==> config.mk <==
export PLATFORM = sky130hd
export DESIGN_NAME = dodgeGame
export DESIGN_NICKNAME = d
export VERILOG_FILES = /design/src/dodgePkg.sv /design/src/dodgeGame.sv /design/src/laneTimer.sv /design/src/obstacleLane.sv /design/src/playerControl.sv /design/src/scoreKeeper.sv
export SDC_FILE = /design/constraint.sdc
export NUM_CORES = 1
export LEC_CHECK = 0
export BUFFER_PORTS_ARGS = -buffer_cell sky130_fd_sc_hd__clkbuf_2
export CAP_MARGIN = 20
export CELL_PAD_IN_SITES_DETAIL_PLACEMENT = 1
export CELL_PAD_IN_SITES_GLOBAL_PLACEMENT = 2
export CORE_MARGIN = 4
export CORE_UTILIZATION = 35
export CTS_CLUSTER_DIAMETER = 40
export DETAILED_ROUTE_END_ITERATION = 7
export PLACE_DENSITY_LB_ADDON = 0.1
export SYNTH_ARGS = -nofsm -noshare
export SYNTH_HDL_FRONTEND = slang
export SYNTH_SLANG_ARGS = --single-unit
==> constraint.sdc <==
create_clock -name CLK -period 2.5 [get_ports CLK]
set_input_delay 0.625 -clock CLK [delete_from_list [all_inputs] [get_ports CLK]]
set_output_delay 0.625 -clock CLK [all_outputs]
set_load 0.05 [all_outputs]
==> src/dodgePkg.sv <==
// Field sizes, timing constants, lane speed table and shared types of the dodge game
package dodgePkg;
	localparam int LaneCount = 8;
	localparam int RowCount = 8;
	localparam int CollideRow = 6; // Rows 6 and 7 can hit the player
	localparam int StepBits = 6; // 64 cycle fall period
	localparam int ScoreBits = 5; // Score tick every 32 cycles
	localparam int DigitCount = 4;
	localparam int AmmoMax = 5;
	localparam int PlayerStart = 4;

	typedef logic [$clog2(LaneCount)-1:0] LanePos;
	typedef logic [$clog2(RowCount)-1:0] RowPos; // Row 0 is the top
	typedef logic [1:0] SpeedState; // 0 slow, 1 and 2 medium, 3 fast
	typedef logic [AmmoMax-1:0] AmmoBits; // Left-aligned thermometer
	typedef logic [DigitCount-1:0][3:0] BcdScore;

	typedef struct packed {
		logic left;
		logic right;
		logic fire;
	} Buttons;

	typedef struct packed {
		logic [14:0] spare; // Pads the view to 64 bits
		logic gameOver;
		BcdScore score;
		AmmoBits ammo;
		LanePos playerPos;
		RowPos [LaneCount-1:0] laneRows; // Lane 0 in the low bits
	} GameView;

	// Lanes 7 down to 0
	localparam SpeedState [LaneCount-1:0] LaneSpeedInit = {
		2'd3, 2'd3, 2'd1, 2'd2, 2'd2, 2'd0, 2'd1, 2'd0
	};
endpackage

==> src/dodgeGame.sv <==
`timescale 1ns/1ps
// Dodge game top that wires player, timer, lanes and score into one view
module dodgeGame import dodgePkg::*; (
	input  logic    CLK,
	input  logic    RESETEDGE,
	input  Buttons  buttons,
	output GameView view
);
	LanePos playerPos;
	AmmoBits ammo;
	logic fireStrobe;
	logic [LaneCount-1:0] stepStrobes;
	SpeedState [LaneCount-1:0] laneSpeeds;
	RowPos [LaneCount-1:0] laneRows;
	logic [LaneCount-1:0] collide;
	BcdScore score;
	logic gameOver;

	playerControl player (
		.CLK(CLK),
		.RESETEDGE(RESETEDGE),
		.buttons(buttons),
		.playerPos(playerPos),
		.ammo(ammo),
		.fireStrobe(fireStrobe)
	);

	laneTimer timer (
		.CLK(CLK),
		.RESETEDGE(RESETEDGE),
		.speeds(laneSpeeds),
		.stepStrobes(stepStrobes)
	);

	for (genvar i = 0; i < LaneCount; i++) begin : lanes
		obstacleLane #(.LaneIndex(i)) lane (
			.CLK(CLK),
			.RESETEDGE(RESETEDGE),
			.stepStrobe(stepStrobes[i]),
			.playerPos(playerPos),
			.fireStrobe(fireStrobe),
			.gameOver(gameOver),
			.row(laneRows[i]),
			.speed(laneSpeeds[i]),
			.collide(collide[i])
		);
	end

	scoreKeeper keeper (
		.CLK(CLK),
		.RESETEDGE(RESETEDGE),
		.collide(collide),
		.score(score),
		.gameOver(gameOver)
	);

	always_comb begin
		view = '0; // Spare bits read as zero
		view.laneRows = laneRows;
		view.playerPos = playerPos;
		view.ammo = ammo;
		view.score = score;
		view.gameOver = gameOver;
	end
endmodule

==> src/laneTimer.sv <==
`timescale 1ns/1ps
// Shared fall timer that strobes each lane at the trigger points of its speed state
module laneTimer import dodgePkg::*; (
	input  logic                      CLK,
	input  logic                      RESETEDGE,
	input  SpeedState [LaneCount-1:0] speeds,
	output logic [LaneCount-1:0]      stepStrobes
);
	logic [StepBits-1:0] stepCount;
	logic [LaneCount-1:0] trigger;
	logic atZero;
	logic atHalf;
	logic atQuarter;

	assign atZero = stepCount == '0;
	assign atHalf = stepCount == {1'b1, {(StepBits - 1){1'b0}}};
	// Quarter and three-quarter points
	assign atQuarter = stepCount[StepBits-2] && (stepCount[StepBits-3:0] == '0);

	always_comb begin
		for (int i = 0; i < LaneCount; i++) begin
			case (speeds[i])
				2'd0: trigger[i] = atZero; // Once per period
				2'd3: trigger[i] = atZero || atHalf || atQuarter;
				default: trigger[i] = atZero || atHalf;
			endcase
		end
	end

	always_ff @(posedge CLK) begin
		if (!RESETEDGE) begin
			stepCount <= '0;
			stepStrobes <= '0;
		end else begin
			stepCount <= stepCount + 1'b1; // Free running
			stepStrobes <= trigger;
		end
	end

	// Slow strobe lands right after the counter wraps, so once per period
	for (genvar i = 0; i < LaneCount; i++) begin : laneCheck
		slowLaneOnce: assert property (@(posedge CLK) disable iff (!RESETEDGE)
			$past(RESETEDGE) && $past(speeds[i]) == 2'd0 |->
			stepStrobes[i] == (stepCount == StepBits'(1)))
			else $error("slow lane %0d strobed off its period", i);
	end
endmodule

==> src/obstacleLane.sv <==
`timescale 1ns/1ps
// One obstacle lane that falls, speeds up, clears on a shot and flags a hit on the player
module obstacleLane import dodgePkg::*; #(
	parameter int LaneIndex = 0
) (
	input  logic      CLK,
	input  logic      RESETEDGE,
	input  logic      stepStrobe,
	input  LanePos    playerPos,
	input  logic      fireStrobe,
	input  logic      gameOver,
	output RowPos     row,
	output SpeedState speed,
	output logic      collide
);
	logic playerHere;
	logic atBottom;

	assign playerHere = playerPos == LanePos'(LaneIndex);
	assign atBottom = row >= RowPos'(CollideRow);

	always_ff @(posedge CLK) begin
		if (!RESETEDGE) begin
			row <= '0;
			speed <= LaneSpeedInit[LaneIndex];
			collide <= 1'b0;
		end else begin
			collide <= 1'b0;
			if (!gameOver) begin // Frozen once the game ends
				if (fireStrobe && playerHere) begin
					row <= '0; // Shot wins over a step
				end else if (stepStrobe) begin
					if (playerHere && atBottom) begin
						collide <= 1'b1; // Hit, obstacle stays put
					end else begin
						row <= row + 1'b1; // Wraps 7 to 0
						if (row == RowPos'(CollideRow)) begin
							speed <= speed + 1'b1; // Passed the player unhit
						end
					end
				end
			end
		end
	end

	hitAtBottom: assert property (@(posedge CLK) disable iff (!RESETEDGE)
		collide |-> atBottom && $past(playerPos) == LanePos'(LaneIndex) && $past(stepStrobe))
		else $error("lane %0d collided away from the player row", LaneIndex);
endmodule

==> src/playerControl.sv <==
`timescale 1ns/1ps
// Player input block with button sync, edge detect, lane position and ammunition
module playerControl import dodgePkg::*; (
	input  logic    CLK,
	input  logic    RESETEDGE,
	input  Buttons  buttons,
	output LanePos  playerPos,
	output AmmoBits ammo,
	output logic    fireStrobe
);
	Buttons syncFirst; // First synchroniser stage
	Buttons syncSecond;
	Buttons levelLast; // Synchronised level one cycle back
	Buttons pressEdge; // Registered rising edges
	logic shotOk;
	AmmoBits ammoGap;

	assign shotOk = pressEdge.fire && (ammo != '0);
	assign ammoGap = ~ammo + 1'b1; // Power of two for a clean thermometer

	always_ff @(posedge CLK) begin
		if (!RESETEDGE) begin
			syncFirst <= '0;
			syncSecond <= '0;
			levelLast <= '0;
			pressEdge <= '0;
		end else begin
			syncFirst <= buttons;
			syncSecond <= syncFirst;
			levelLast <= syncSecond;
			pressEdge <= syncSecond & ~levelLast; // Needs a low sample before a new edge
		end
	end

	always_ff @(posedge CLK) begin
		if (!RESETEDGE) begin
			playerPos <= LanePos'(PlayerStart);
			ammo <= '1;
			fireStrobe <= 1'b0;
		end else begin
			case ({pressEdge.left, pressEdge.right})
				2'b10: begin
					if (playerPos != '0) begin
						playerPos <= playerPos - 1'b1;
					end
				end
				2'b01: begin
					if (playerPos != LanePos'(LaneCount - 1)) begin
						playerPos <= playerPos + 1'b1;
					end
				end
				default: ; // Both or neither, stay put
			endcase
			fireStrobe <= shotOk;
			if (shotOk) begin
				ammo <= {ammo[AmmoMax-2:0], 1'b0}; // Spend one shot
			end
		end
	end

	posInField: assert property (@(posedge CLK) disable iff (!RESETEDGE)
		!(($past(playerPos) == '0 && playerPos == LanePos'(LaneCount - 1)) ||
		($past(playerPos) == LanePos'(LaneCount - 1) && playerPos == '0)))
		else $error("player wrapped past the field edge");

	ammoShape: assert property (@(posedge CLK) disable iff (!RESETEDGE) $onehot0(ammoGap))
		else $error("ammo is not a left-aligned thermometer");

	// Top bit of the thermometer marks a shot still in stock
	fireNeedsAmmo: assert property (@(posedge CLK) disable iff (!RESETEDGE)
		fireStrobe |-> $past(ammo[AmmoMax-1]))
		else $error("shot fired without ammo");
endmodule

==> src/scoreKeeper.sv <==
`timescale 1ns/1ps
// Score tick counter, four-digit BCD score and game-over register
module scoreKeeper import dodgePkg::*; (
	input  logic                 CLK,
	input  logic                 RESETEDGE,
	input  logic [LaneCount-1:0] collide,
	output BcdScore              score,
	output logic                 gameOver
);
	logic [ScoreBits-1:0] tickCount;
	logic scoreTick;
	BcdScore scoreNext;
	logic scoreFull; // Carry out of the top digit

	assign scoreTick = tickCount == '1;

	// Decimal increment with ripple carry
	always_comb begin
		logic carry;
		carry = 1'b1;
		for (int d = 0; d < DigitCount; d++) begin
			if (carry && score[d] == 4'd9) begin
				scoreNext[d] = 4'd0;
			end else begin
				scoreNext[d] = score[d] + {3'b000, carry};
				carry = 1'b0;
			end
		end
		scoreFull = carry;
	end

	always_ff @(posedge CLK) begin
		if (!RESETEDGE) begin
			tickCount <= '0;
			score <= '0;
			gameOver <= 1'b0;
		end else begin
			tickCount <= tickCount + 1'b1;
			if (|collide) begin
				gameOver <= 1'b1;
			end
			if (scoreTick && !gameOver) begin
				if (scoreFull) begin
					gameOver <= 1'b1; // 9999 ends the game
				end else begin
					score <= scoreNext;
				end
			end
		end
	end

	for (genvar d = 0; d < DigitCount; d++) begin : digitCheck
		digitValid: assert property (@(posedge CLK) disable iff (!RESETEDGE)
			score[d] <= 4'd9)
			else $error("score digit %0d left the BCD range", d);
	end

	overHolds: assert property (@(posedge CLK) disable iff (!RESETEDGE)
		gameOver |=> gameOver && $stable(score))
		else $error("score or game over moved after the game ended");
endmodule

### Yosys cells after proc, flatten, opt, wreduce, memory -nomap -nowiden

Cells that the tools add are included.
Widths: inputs -> output; s select.

| operators by class | value |
|---|---|
| $add $sub $neg | 24 |
| order comparisons | 8 |
| equal/unequal tests | 42 |
| mux-type cells | 54 |
| bitwise logic cells | 29 |
| reductions and logical operators | 74 |

Operators with widths:

| cell | number |
|---|---|
| $mux 3 | 26 |
| $reduce_and 5->1 | 8 |
| $eq 3x3->1 const B | 12 |
| $reduce_or 4->1 | 8 |
| $add 3x1->3 const B | 9 |
| $not 1->1 | 27 |
| $reduce_and 3->1 | 9 |
| $ge 3x3->1 const B | 8 |
| $logic_and 1x1->1 | 22 |
| $ne 2x1->1 const B | 10 |
| $eq 2x2->1 const B | 9 |
| $reduce_bool 2->1 | 9 |
| $add 2x1->2 const B | 8 |
| $eq 4x4->1 const B | 4 |
| $logic_not 2->1 | 8 |
| $mux 4 | 4 |
| $pmux 1 s2 | 8 |
| $mux 1 | 15 |
| $add 4x1->4 | 3 |
| $reduce_or 8->1 | 1 |
| $add 6x1->6 const B | 1 |
| $eq 3x2->1 const B | 2 |
| $eq 6x6->1 const B | 1 |
| $logic_not 6->1 | 1 |
| 17 further kinds | 18 |

| word-level totals | value |
|---|---|
| register bits | 105 |
| input bits | 5 |
| output and inout port bits | 64 |
| logic and storage cells | 278 |

### Logic depth before layout (Yosys ltp)

Gate-level depths: netlist (run 1).

| logic depth | value |
|---|---|
| depth after elaboration | 10 |
| depth in mapped cells | 8 |
| depth with buffers taken out | 8 |

### Modules after synthesis

Synthesis (run 1) repeated with hierarchy kept, for this count alone.

| second synthesis, totals | value |
|---|---|
| cell total of the unflattened synthesis | 611 |
| area, all modules | 5625.4 um^2 |

Modules (own cells, without submodules):

| module | instances | cells an instance | area each (um^2) | seq. area each (um^2) |
|---|---|---|---|---|
| scoreKeeper | 1 | 120 | 1083.5 | 440.4 |
| laneTimer | 1 | 100 | 925.9 | 280.3 |
| playerControl | 1 | 73 | 767.0 | 420.4 |
| obstacleLane (lanes[7].lane) | 1 | 39 | 365.4 | 120.1 |
| obstacleLane (lanes[2].lane) | 1 | 36 | 351.6 | 120.1 |
| obstacleLane (lanes[3].lane) | 1 | 37 | 342.8 | 120.1 |
| obstacleLane (lanes[6].lane) | 1 | 35 | 337.8 | 120.1 |
| obstacleLane (lanes[4].lane) | 1 | 40 | 336.6 | 120.1 |
| obstacleLane (lanes[5].lane) | 1 | 39 | 331.6 | 120.1 |
| obstacleLane (lanes[1].lane) | 1 | 37 | 330.3 | 120.1 |
| obstacleLane (lanes[0].lane) | 1 | 38 | 329.1 | 120.1 |
| dodgeGame | 1 | 17 | 123.9 | 0.0 |

### Worst setup path after synthesis (run 1)

OpenSTA, ideal clock, no wires.

| timing | value |
|---|---|
| kind | register -> register |
| start point | register keeper.score[3] (netlist name) |
| end point | register keeper.score[14] (netlist name) |
| library setup time | 0.070 ns |
| arrival | 2.077 ns |
| required time | 2.430 ns |
| setup slack | 0.353 ns |
| stages on the path, launching flop included | 9 |
| path buffers | 0 |
| period minus slack after synthesis | 2.147 ns |
| cells stage by stage | dfxtp_1 -> and4bb_4 -> nand3_1 -> inv_1 -> ha_1 -> ha_1 -> inv_1 -> or4_1 -> a21oi_1 |

| between the ends | value |
|---|---|
| longest elaborated chain between the ends | 10 |
| elaborated cells on any way between the ends | 12 |
| those cells by class | 1 x add/sub; 1 x eq/ne; 5 x mux; 1 x bitwise; 4 x reduce/logical |

Ends and longest elaborated chain:

| what | line | text |
|---|---|---|
| start: declaration | scoreKeeper.sv:7 | `output BcdScore score,` |
| start signal: assignment | scoreKeeper.sv:46 | `score <= scoreNext;` |
| $eq 4x4->1 (*) | scoreKeeper.sv:22 | `if (carry && score[d] == 4'd9) begin` |
| $mux 1 (*) | scoreKeeper.sv:22 |  |
| $logic_and 1x1->1 | scoreKeeper.sv:22 |  |
| $mux 1 (*) | scoreKeeper.sv:22 |  |
| $logic_and 1x1->1 | scoreKeeper.sv:22 |  |
| $mux 1 (*) | scoreKeeper.sv:22 |  |
| parallel branches: the longest is 4 deep, another holds $add 4x1->4 | - |  |

Every way passes the cells marked *.
A chain may end at the register's enable or synchronous reset.

### Worst setup path after layout (run 1)

| timing | value |
|---|---|
| start point | register keeper.tickCount[0] |
| end point | register keeper.score[10] (netlist name) |

| between the ends | value |
|---|---|
| longest elaborated chain between the ends | 3 |

Ends and longest elaborated chain:

| what | line | text |
|---|---|---|
| start: declaration | scoreKeeper.sv:10 | `logic [ScoreBits-1:0] tickCount;` |
| start signal: assignment | scoreKeeper.sv:38 | `tickCount <= tickCount + 1'b1;` |
| $eq 5x5->1 | scoreKeeper.sv:15 | `assign scoreTick = tickCount == '1;` |
| $logic_and 1x1->1 | scoreKeeper.sv:42 | `if (scoreTick && !gameOver) begin` |
| $reduce_and 2->1 (no line) | - |  |

No other way between the ends.

==> flow_metrics.env, run 1 <==
export IMPL_reg2regPathDepth=7
export IMPL_cts_setup_buffers=0
export IMPL_drt_iter0_drc=166
export IMPL_cp_start_kind="flop"
export IMPL_placed_cells=817
export IMPL_hold_buffers=0
export IMPL_powerDensity_nw_per_um2=620
export IMPL_crit_arrival_ns=2.28
export IMPL_min_path_type="flop to flop"
export IMPL_grt_pass1_wl_mm=22.2
export IMPL_start_util=0.359
export IMPL_power_leakage_nw=2.54
export IMPL_wl_per_cell_um=16.0
export IMPL_finalCritPeriodShare=0.809
export IMPL_root_buffer="clkbuf_16"
export IMPL_synth_commonest_cells="105 x dfxtp_1, 62 x inv_1, 51 x ha_1"
export IMPL_cts_resized_gates=0
export IMPL_htree_num_levels=3
export IMPL_finClkSkew_ns=0.00642
export IMPL_cts_tree="yes"
export IMPL_r2r_setup_slack_ns=0.48
export IMPL_yosysMostFrequentCell="dfxtp_1"
export IMPL_cts_buffer_depth=2
export IMPL_worstPathMaxFanout=15
export IMPL_clkLatencyLatePin_ns=0.35
export IMPL_worstReg2RegEnd="keeper.score[10]"
export IMPL_path_class="flop to flop"
export IMPL_ys_seq_elements=105
export IMPL_setup_violations_final=0
export IMPL_clk_pin_slew_ns=0.07
export IMPL_end_kind="flop"
export IMPL_place_congestion=0.767
export IMPL_synth_area_per_cell_um2=8.87
export IMPL_layout_drive_gt1_share=0.137
export IMPL_nNetsFinal=700
export IMPL_drc=0
export IMPL_row_count=44
export IMPL_cts_sinks=105
export IMPL_wl_mm=13.3
export IMPL_finalSetupTns_ns=0
export IMPL_maxCapViolCount=0
export IMPL_areaGrowthSynthToFinish_pct=13.8
export IMPL_synth_area_leader_cell="dfxtp_1"
export IMPL_synthCells=593
export IMPL_ys_warn_count=0
export IMPL_fmax_mhz=495
export IMPL_fin_crit_ns=2.02
export IMPL_tightestPinTransition_ns=0.664
export IMPL_numCtsBuffers=9
export IMPL_diodes=0
export IMPL_stdcell_count=833
export IMPL_outcome="finished clean"
export IMPL_ios=69
export IMPL_worstPathRequired_ns=2.76
export IMPL_async_flop_share=0
export IMPL_core_area_um2=14600
export IMPL_synth_area_um2=5260
export IMPL_ys_top_cells_by_area="dfxtp_1 40%, ha_1 12%, inv_1 4.4%"
export IMPL_yosysUniqueCellTypes=53
export IMPL_peakVddDrop_uv=309
export IMPL_grt_max_degree=35
export IMPL_viasPerCell=5.10
export IMPL_grt_usage=0.164
export IMPL_die_h_um=131
export IMPL_gr_total_overflow=0
export IMPL_dr_total_vias=4252
export IMPL_relSlewSlack=0.557
export IMPL_worst_r2r_startpoint="keeper.tickCount[0]"
export IMPL_place_hpwl_mm=9.59
export IMPL_hold_depth=1
export IMPL_crit_top_cell="ha_1"
export IMPL_ys_flop_type="dfxtp_1"
export IMPL_hold_violations=0
export IMPL_min_delay_start="player.levelLast[1]"
export IMPL_netlist_area_leader_share=0.400
export IMPL_dieArea_um2=17100
export IMPL_min_to="player.pressEdge[1]"
export IMPL_antenna_found_initial=0
export IMPL_synth_seq_area_share=0.400
export IMPL_drv_slew=0
export IMPL_synth_edff_count=0
export IMPL_fp_dieW_um=131
export IMPL_slowest_delay_ns=0.41
export IMPL_drt_first_pass_iters=4
export IMPL_port_buffers=53
export IMPL_crit_slowest_cell="a31oi_1"
export IMPL_worstPathCellList="ha_1 > and3_1 > ha_1 > nand2b_1 > a31oi_1 > a21oi_1 > a311oi_1"
export IMPL_first_global_vias=4380
export IMPL_rsz0062_at_grt="no"
export IMPL_ant_nets=0
worst max-delay path by stage:
stage	depth (start not counted)	to	slack, ns	start
finish	7	keeper.score[10]	0.48	keeper.tickCount[0]
global route	6	lanes[0].lane.row[1]	0.27	player.playerPos[1]
CTS	7	keeper.score[10]	0.48	keeper.tickCount[0]
detailed placement	8	keeper.score[14]	0.50	keeper.score[2]
global placement	8	keeper.score[14]	0.58	keeper.score[2]
floorplan	8	keeper.score[14]	0.35	keeper.score[3]
power by group:
group          switching [mW]  internal, mW  total [mW]  leakage [nW]
clock network           0.641         0.905        1.55         0.159
registers              0.0577          1.73        1.78         0.854
logic                   0.283         0.102       0.385          1.53
metal layers:
layer / global-route usage / vias to the layer above / wire length [µm]
met2: 0.259 / 54 / 5990
met3: 0.0289 / 14 / 345
met4: 0.0520 / 0 / 178
met1: 0.229 / 2041 / 6810
li1: - / 2143 / -
met5: 0 / - / 0
per-stage QoR:
step	instance area [µm²]	util	total power [mW]	setup slack, ns	hold slack, ns
2_1_floorplan	5310	-	2.13	0.353	0.367
3_3_place_gp	5670	0.387	2.20	0.583	0.375
3_5_place_dp	5670	0.387	2.21	0.504	0.383
4_1_cts	5990	0.409	3.78	0.484	0.395
5_1_grt	5990	0.409	3.90	0.274	0.403
6_report	5990	0.409	3.72	0.479	0.393
placed cells by master (no fill, tap or decap), drive strengths merged, types with 2 or more instances in the layout:
cell type / n
nand3: 26
and4bb: 4
clkbuf: 64
inv: 63
o21ai: 32
xnor2: 10
nand2: 34
conb: 15
nand3b: 6
xor2: 4
or3: 2
buf: 10
nand2b: 7
nor4: 4
and4: 4
dfxtp: 105
a41oi: 3
a21boi: 7
and2: 16
nand4b: 6
a31oi: 7
nor3: 19
nor2b: 13
a311oi: 3
nand4: 12
o31ai: 9
a21oi: 45
a211oi: 4
bufinv: 2
o31a: 2
or4: 11
ha: 51
clkinv: 3
mux2i: 9
o22ai: 8
nor2: 20
registers in the layout, summed over array words and instances, names as in the netlist:
signal              count
keeper.gameOver         1
keeper.score           16
keeper.tickCount        5
lanes.lane.collide      8
lanes.lane.row         24
lanes.lane.speed       16
player.ammo             5
player.fireStrobe       1
player.levelLast        3
player.playerPos        3
player.pressEdge        3
player.syncFirst        3
player.syncSecond       3
timer.stepCount         6
timer.stepStrobes       8
critical path: cells and delay by family (launching register included):
kind	cells	cell delay (ns)
adder cells (fa/ha/maj)	2	0.34
flip-flops	1	0.35
AND/OR/NAND/NOR	2	0.47
AO/OA/AOI/OAI	3	0.77
cells by family after synthesis:
family,count (synthesis),synth area share
fa+ha+maj,51,0.121
buf+inv,100,0.0861
xor+xnor,14,0.0233
simple gates,186,0.205
other cells,1,0.000713
compound gates,127,0.147
flops,105,0.400
mux,9,0.0171
area by class of cell:
type	count	area [µm²]
clock buffer	11	243
multi-input combinational	402	2760
timing repair buffer	63	340
sequential	105	2100
tap	184	230
fill	1750	8650
clock inverter	5	78.8
inverter	63	236
No activity file was read; power rests on OpenSTA's default activity.
==> run 2, diff against run 1 <==
--- a/config.mk
+++ b/config.mk
@@ -5,12 +5,13 @@
 export SDC_FILE = /design/constraint.sdc
 export NUM_CORES = 1
 export LEC_CHECK = 0
+export ABC_AREA = 1
 export BUFFER_PORTS_ARGS = -buffer_cell sky130_fd_sc_hd__clkbuf_2
 export CAP_MARGIN = 20
 export CELL_PAD_IN_SITES_DETAIL_PLACEMENT = 1
 export CELL_PAD_IN_SITES_GLOBAL_PLACEMENT = 2
 export CORE_MARGIN = 4
-export CORE_UTILIZATION = 35
+export CORE_UTILIZATION = 30
 export CTS_CLUSTER_DIAMETER = 40
 export DETAILED_ROUTE_END_ITERATION = 7
 export PLACE_DENSITY_LB_ADDON = 0.1
==> constraint.sdc (replaced) <==
create_clock -name CLK -period 1.8 [get_ports CLK]
set_input_delay 0.45 -clock CLK [delete_from_list [all_inputs] [get_ports CLK]]
set_output_delay 0.45 -clock CLK [all_outputs]
set_load 0.05 [all_outputs]
==> run 2 against run 1 <==
- clock power rose by 32%
- worst hold slack got worse by 0.12 ns
- sequential share of layout area fell by 1.4 points
- register-to-register slack got worse by 0.34 ns
- count of clock-buffer cells in the layout fell by 1
- synthesized cell count rose by 19%
- cell count rose by 20%
- critical path type is now flop to output pin
- critical endpoint is now view[26]
==> flow_metrics.env, run 2 <==
export IMPL_synth_top_family_by_area="simple AND/OR/NAND/NOR gates"
export IMPL_first_global_vias=4719
export IMPL_row_count=48
export IMPL_hold_depth=3
export IMPL_path_delay_family="buffers and inverters"
export IMPL_place_congestion=0.805
export IMPL_dieArea_um2=19800
export IMPL_drc=0
export IMPL_wl_met1_mm=6.66
export IMPL_netlist_area_leader_share=0.398
export IMPL_mostFrequentLayoutCells="140 x nand2_1, 91 x dfxtp_1, 85 x inv_1"
export IMPL_numCtsBuffers=9
export IMPL_yosysMostFrequentCell="nand2_1"
export IMPL_port_buffers=53
export IMPL_final_common_cell="nand2_1"
export IMPL_cts_sinks=105
export IMPL_peakVddDrop_uv=454
export IMPL_nNetsFinal=826
export IMPL_multi_input_area_um2=2750
export IMPL_ys_warn_count=0
export IMPL_yosys_mux_area_fraction=0
export IMPL_wl_per_cell_um=14.0
export IMPL_grt_max_degree=71
export IMPL_gr_total_overflow=0
export IMPL_synth_area_um2=5280
export IMPL_synth_edff_count=0
export IMPL_highest_signal_layer="met4"
export IMPL_synthCells=704
export IMPL_r2r_setup_slack_ns=0.14
export IMPL_worstPathRequired_ns=1.35
export IMPL_synth_xor_xnor_area_share=0.0149
export IMPL_reg2regPathDepth=8
export IMPL_crit_buf_inv=2
export IMPL_hold_violations=0
export IMPL_diodes=0
export IMPL_nFillCells=2167
export IMPL_path_class="flop to output pin"
export IMPL_synth_commonest_cells="142 x nand2_1, 105 x dfxtp_1, 87 x inv_1"
export IMPL_htree_num_levels=3
export IMPL_top_register="lanes.lane.row"
export IMPL_outcome="finished clean"
export IMPL_core_area_um2=17300
export IMPL_place_hpwl_mm=10.2
export IMPL_crit_slowest_cell="dfxtp_2"
export IMPL_end_kind="output pin"
export IMPL_drt_first_pass_iters=4
export IMPL_fin_crit_ns=1.67
export IMPL_wl_mm=14.0
export IMPL_worstReg2RegEnd="lanes[3].lane.row[1]"
export IMPL_dr_wl_met3_um=578
export IMPL_reg_top3="lanes.lane.row x24, keeper.score x16, lanes.lane.speed x16"
export IMPL_fin_ws_ns=0.135
export IMPL_slowest_delay_ns=0.38
export IMPL_synth_area_per_cell_um2=7.51
export IMPL_dr_total_vias=4638
export IMPL_worstSetupStartpoint="player.playerPos[2]"
export IMPL_start_util=0.305
export IMPL_synth_seq_area_share=0.398
export IMPL_synth_compound_area_frac=0.0907
export IMPL_crit_arrival_ns=1.22
export IMPL_fp_dieW_um=141
export IMPL_fmax_mhz=600
export IMPL_synthSimpleGateAreaFrac=0.271
export IMPL_ant_nets=0
export IMPL_min_delay_start="buttons[0]"
export IMPL_areaGrowthSynthToFinish_pct=19.2
export IMPL_die_h_um=141
export IMPL_ys_flop_type="dfxtp_1"
export IMPL_cp_start_kind="flop"
export IMPL_drt_iter0_drc=172
export IMPL_synth_area_leader_cell="dfxtp_1"
export IMPL_wl_met2_mm=6.64
export IMPL_min_to="player.syncFirst[0]"
export IMPL_worst_r2r_startpoint="player.playerPos[0]"
export IMPL_largest_register_ffs=24
export IMPL_ys_seq_elements=105
export IMPL_viasPerCell=4.64
export IMPL_clk_pin_slew_ns=0.07
export IMPL_power_leakage_nw=3.02
export IMPL_place_area_um2=5890
export IMPL_drv_slew=0
export IMPL_powerDensity_nw_per_um2=818
export IMPL_final_cell_area_um2=6300
export IMPL_cts_tree="yes"
export IMPL_setup_violations_final=0
export IMPL_grt_pass1_wl_mm=23.4
export IMPL_finalCritPeriodShare=0.925
export IMPL_register_area_um2=2120
export IMPL_ios=69
export IMPL_root_buffer="clkbuf_16"
export IMPL_antenna_found_initial=0
export IMPL_ys_top_cells_by_area="dfxtp_1 40%, ha_1 12%, nand2_1 10%"
export IMPL_synth_fa_ha_area_frac=0.121
export IMPL_yosysUniqueCellTypes=35
export IMPL_layout_drive_gt1_share=0.186
export IMPL_worstPathMaxFanout=6
export IMPL_grt_usage=0.146
export IMPL_finClkSkew_ns=0.00505
export IMPL_min_path_type="input pin to flop"
export IMPL_cts_buffer_depth=2
export IMPL_worstPathCellList="buf_4 > clkbuf_2"
export IMPL_clkLatencyLatePin_ns=0.35
export IMPL_maxCapViolCount=0
export IMPL_post_place_ws_ns=0.0853
export IMPL_async_flop_share=0
==> run 2: changes by cell type after synthesis, moves of 13 or more <==
cell / before / now
nand2_1: 34 / 142
inv_1: 62 / 87
nand3_1: 25 / 77
nor2b_1: 13 / 0
nor2_1: 20 / 64
and2_1: 15 / 0
==> run 2: metrics by stage <==
stage | hold WS [ns] | setup TNS (ns) | cells | util | power, mW
2_1_floorplan | 0.368 | -0.0258 | 718 | - | 3.00
3_3_place_gp | 0.373 | 0 | 981 | 0.340 | 3.15
5_1_grt | 0.297 | -0.0387 | 1000 | 0.364 | 5.43
3_5_place_dp | 0.376 | 0 | 981 | 0.340 | 3.17
6_report | 0.276 | 0 | 1000 | 0.364 | 5.15
4_1_cts | 0.260 | 0 | 997 | 0.358 | 5.28
==> run 2: layer usage <==
metal	track usage	vias up
met5	0	-
li1	-	2369
met1	0.187	2199
met4	0.0413	0
met3	0.0312	9
met2	0.247	61
==> run 2: final cells by class <==
| type | instances | area share |
|---|---|---|
| multi-input cells | 486 | 0.437 |
| clock buffers | 10 | 0.0380 |
| well taps | 225 | 0.0447 |
| flip-flops and latches | 105 | 0.337 |
| inverters | 93 | 0.0554 |
| clock inverters | 6 | 0.0105 |
| repair buffers | 75 | 0.0771 |
==> run 2: kinds of logic (layout without fill, tap and decap cells) <==
group                      after synthesis  after routing
xor gates and xnor gates                 9              9
DFF                                    105            105
other                                    1             15
AOI/OAI and AO/OA                       87             87
buffers and inverters                  127            184
adders and majority gates               51             51
and+or+nand+nor                        324            324
==> run 2: how the worst max path moves through the flow <==
stage / cells past startpoint / endpoint
finish: 2 / view[26]
global route: 11 / keeper.score[3]
CTS: 8 / lanes[6].lane.speed[1]
detailed placement: 8 / lanes[6].lane.speed[1]
global placement: 8 / lanes[6].lane.speed[1]
floorplan: 12 / keeper.score[15]
==> run 2: worst min-delay path: stages <==
cell and delay (ns):
clkbuf_2 0.07, nand2_1 0.04, inv_1 0.04
==> run 2: timing repair <==
item / in CTS / in global routing
buffers inserted: 0 / 2
resized for setup: 0 / 20
endpoints found under the setup margin: 0 / 24
hold buffers: 0 / 0
==> run 2: power by group <==
| part | switching [mW] | internal [mW] | leakage [nW] | total, mW |
|---|---|---|---|---|
| Clock | 0.925 | 1.12 | 0.141 | 2.05 |
| Combinational | 0.478 | 0.162 | 2.01 | 0.640 |
| Sequential | 0.0697 | 2.40 | 0.861 | 2.47 |
| Total | 1.47 | 3.68 | 3.02 | 5.15 |
==> run 3, diff against run 2 <==
--- a/config.mk
+++ b/config.mk
@@ -10,11 +10,13 @@
 export CAP_MARGIN = 20
 export CELL_PAD_IN_SITES_DETAIL_PLACEMENT = 1
 export CELL_PAD_IN_SITES_GLOBAL_PLACEMENT = 2
+export CORE_ASPECT_RATIO = 0.9
 export CORE_MARGIN = 4
 export CORE_UTILIZATION = 30
 export CTS_CLUSTER_DIAMETER = 40
 export DETAILED_ROUTE_END_ITERATION = 7
 export PLACE_DENSITY_LB_ADDON = 0.1
+export REMOVE_ABC_BUFFERS = 1
 export SYNTH_ARGS = -nofsm -noshare
 export SYNTH_HDL_FRONTEND = slang
 export SYNTH_SLANG_ARGS = --single-unit
==> run 3 against run 2 <==
- register-to-register slack is essentially flat
- via count increased by 0.50%
- combinational power rose by 2%
- clock power grew 8%
- global-route usage rose by 0.30 points
- utilization rose by 0.84 points
- die area about the same
- cell count rose by 2.0%
- highest routed layer unchanged
==> flow_metrics.env, run 3 (synthesized netlist as in run 2, its figures left out) <==
export IMPL_antenna_found_initial=0
export IMPL_combPwrFrac=0.122
export IMPL_fin_util=0.372
export IMPL_hold_violations=0
export IMPL_drt_iter0_drc=136
export IMPL_clkPwrFrac=0.414
export IMPL_wl_per_cell_um=13.8
export IMPL_worstPathMaxFanout=5
export IMPL_power_leakage_nw=3.07
export IMPL_cp_start_kind="flop"
export IMPL_start_util=0.310
export IMPL_r2r_setup_slack_ns=0.15
export IMPL_core_area_um2=17100
export IMPL_areaGrowthSynthToFinish_pct=20.2
export IMPL_total_power_mw=5.33
export IMPL_htree_num_levels=3
export IMPL_seqPwrFrac=0.464
export IMPL_powerDensity_nw_per_um2=839
export IMPL_crit_slowest_cell="dfxtp_1"
export IMPL_outcome="finished clean"
export IMPL_viasPerCell=4.57
export IMPL_wl_mm=14.1
export IMPL_cts_buffer_depth=2
export IMPL_critical_path_depth=8
export IMPL_ios=69
export IMPL_final_cell_area_um2=6350
export IMPL_fin_crit_ns=1.65
export IMPL_register_area_um2=2110
export IMPL_end_kind="flop"
export IMPL_multi_input_area_um2=2750
export IMPL_worstPathRequired_ns=2.04
export IMPL_switchingPower_mw=1.49
export IMPL_worstReg2RegEnd="lanes[4].lane.speed[1]"
export IMPL_maxCapViolCount=0
export IMPL_grt_pass1_wl_mm=24.1
export IMPL_switching_share=0.279
export IMPL_dr_total_vias=4661
export IMPL_port_buffers=53
export IMPL_p_int_mw=3.84
export IMPL_crit_arrival_ns=1.89
export IMPL_fmax_mhz=607
export IMPL_path_delay_family="simple AND/OR/NAND/NOR gates"
export IMPL_mostFrequentLayoutCells="140 x nand2_1, 102 x dfxtp_1, 86 x inv_1"
export IMPL_numCtsBuffers=9
export IMPL_finalCritPeriodShare=0.915
export IMPL_gr_total_overflow=0
export IMPL_setup_violations_final=0
export IMPL_first_global_vias=4903
export IMPL_reg2regPathDepth=8
export IMPL_min_path_type="input pin to flop"
export IMPL_cts_tree="yes"
export IMPL_reg_top3="lanes.lane.row x24, keeper.score x16, lanes.lane.speed x16"
export IMPL_place_hpwl_mm=10.8
export IMPL_ant_nets=0
export IMPL_largest_register_ffs=24
export IMPL_cts_sinks=105
export IMPL_slowest_delay_ns=0.39
export IMPL_peakVddDrop_uv=440
export IMPL_worst_r2r_startpoint="player.playerPos[1]"
export IMPL_final_common_cell="nand2_1"
export IMPL_drv_slew=0
export IMPL_finClkSkew_ns=0.0113
export IMPL_clkLatencyLatePin_ns=0.36
export IMPL_path_class="flop to flop"
export IMPL_place_area_um2=5940
export IMPL_fp_dieW_um=148
export IMPL_worstPathCellList="inv_1 > ha_1 > nand4_1 > nand3_1 > nor2_1 > nand2_1 > nand2_1 > nand3_1"
export IMPL_row_count=45
export IMPL_nNetsFinal=836
export IMPL_worstSetupStartpoint="player.playerPos[1]"
export IMPL_place_congestion=0.769
export IMPL_clk_pin_slew_ns=0.07
export IMPL_diodes=0
export IMPL_nFillCells=2142
export IMPL_layout_drive_gt1_share=0.181
export IMPL_grt_max_degree=26
export IMPL_drc=0
export IMPL_die_h_um=134
export IMPL_root_buffer="clkbuf_16"
export IMPL_grt_usage=0.149
export IMPL_critical_path_endpoint="lanes[4].lane.speed[1]"
export IMPL_top_register="lanes.lane.row"
export IMPL_drt_first_pass_iters=4
export IMPL_crit_buf_inv=1
export IMPL_dieArea_um2=19800
## run 3: cell types whose count changed in the layout (fill, tap and decap cells not counted), sizes merged
cell      change
buf          +11
bufinv        +1
clkinv        +1
clkinvlp      -3
## run 3: tightest hold or removal path, delay by kind of cell
kind,cells,cell delay [ns]
AND/OR/NAND/NOR,1,0.04
buffers and inverters,2,0.11
## run 3: repair_timing
action | CTS | global route
hold buffers | 0 | 0
setup buffers | 0 | 2
gates resized for setup | 0 | 24
setup endpoints to repair | 0 | 26
## run 3: area by class of cell
cell class,instances,share of cell area
clock buffers,11,0.0382
clock inverters,5,0.0136
inverters,93,0.0549
multi-input cells,486,0.432
well taps,235,0.0463
repair buffers,85,0.0835
flip-flops and latches,105,0.331
## run 3: metal layers
metal,up-vias,part of all wire,global-route usage
li1,2396,-,-
met2,63,0.47,0.253
met4,0,0.010,0.0349
met3,13,0.041,0.0416
met5,-,0,0
met1,2189,0.48,0.188
## run 3: how the worst min path moves through the flow
stage / from / endpoint / slack, ns / depth (start not counted)
final: buttons[0] / player.syncFirst[0] / 0.27 / 3
after global routing: buttons[1] / player.syncFirst[1] / 0.27 / 3
after CTS: buttons[0] / player.syncFirst[0] / 0.26 / 3
after detailed placement: player.levelLast[0] / player.pressEdge[0] / 0.38 / 1
after global placement: player.levelLast[0] / player.pressEdge[0] / 0.37 / 1
after floorplan: player.levelLast[0] / player.pressEdge[0] / 0.37 / 1
## run 3: metrics by stage
stage | hold slack, ns | TNS (ns) | setup slack (ns) | std cells
final | 0.269 | 0 | 0.152 | 1020
after global routing | 0.273 | -0.00360 | -0.00360 | 1020
after CTS | 0.256 | 0 | 0.0158 | 1018
after detailed placement | 0.385 | 0 | 0.0276 | 1002
after global placement | 0.374 | 0 | 0.0941 | 1002
after floorplan | 0.368 | -4.72 | -0.326 | 684
## run 3: power groups by stage
stage	Clock (mW)	Sequential [mW]	Combinational [mW]
after floorplan	0	2.64	0.312
after global placement	0	2.52	0.643
after detailed placement	0	2.53	0.654
after CTS	2.31	2.47	0.657
after global routing	2.42	2.49	0.728
final	2.21	2.47	0.651
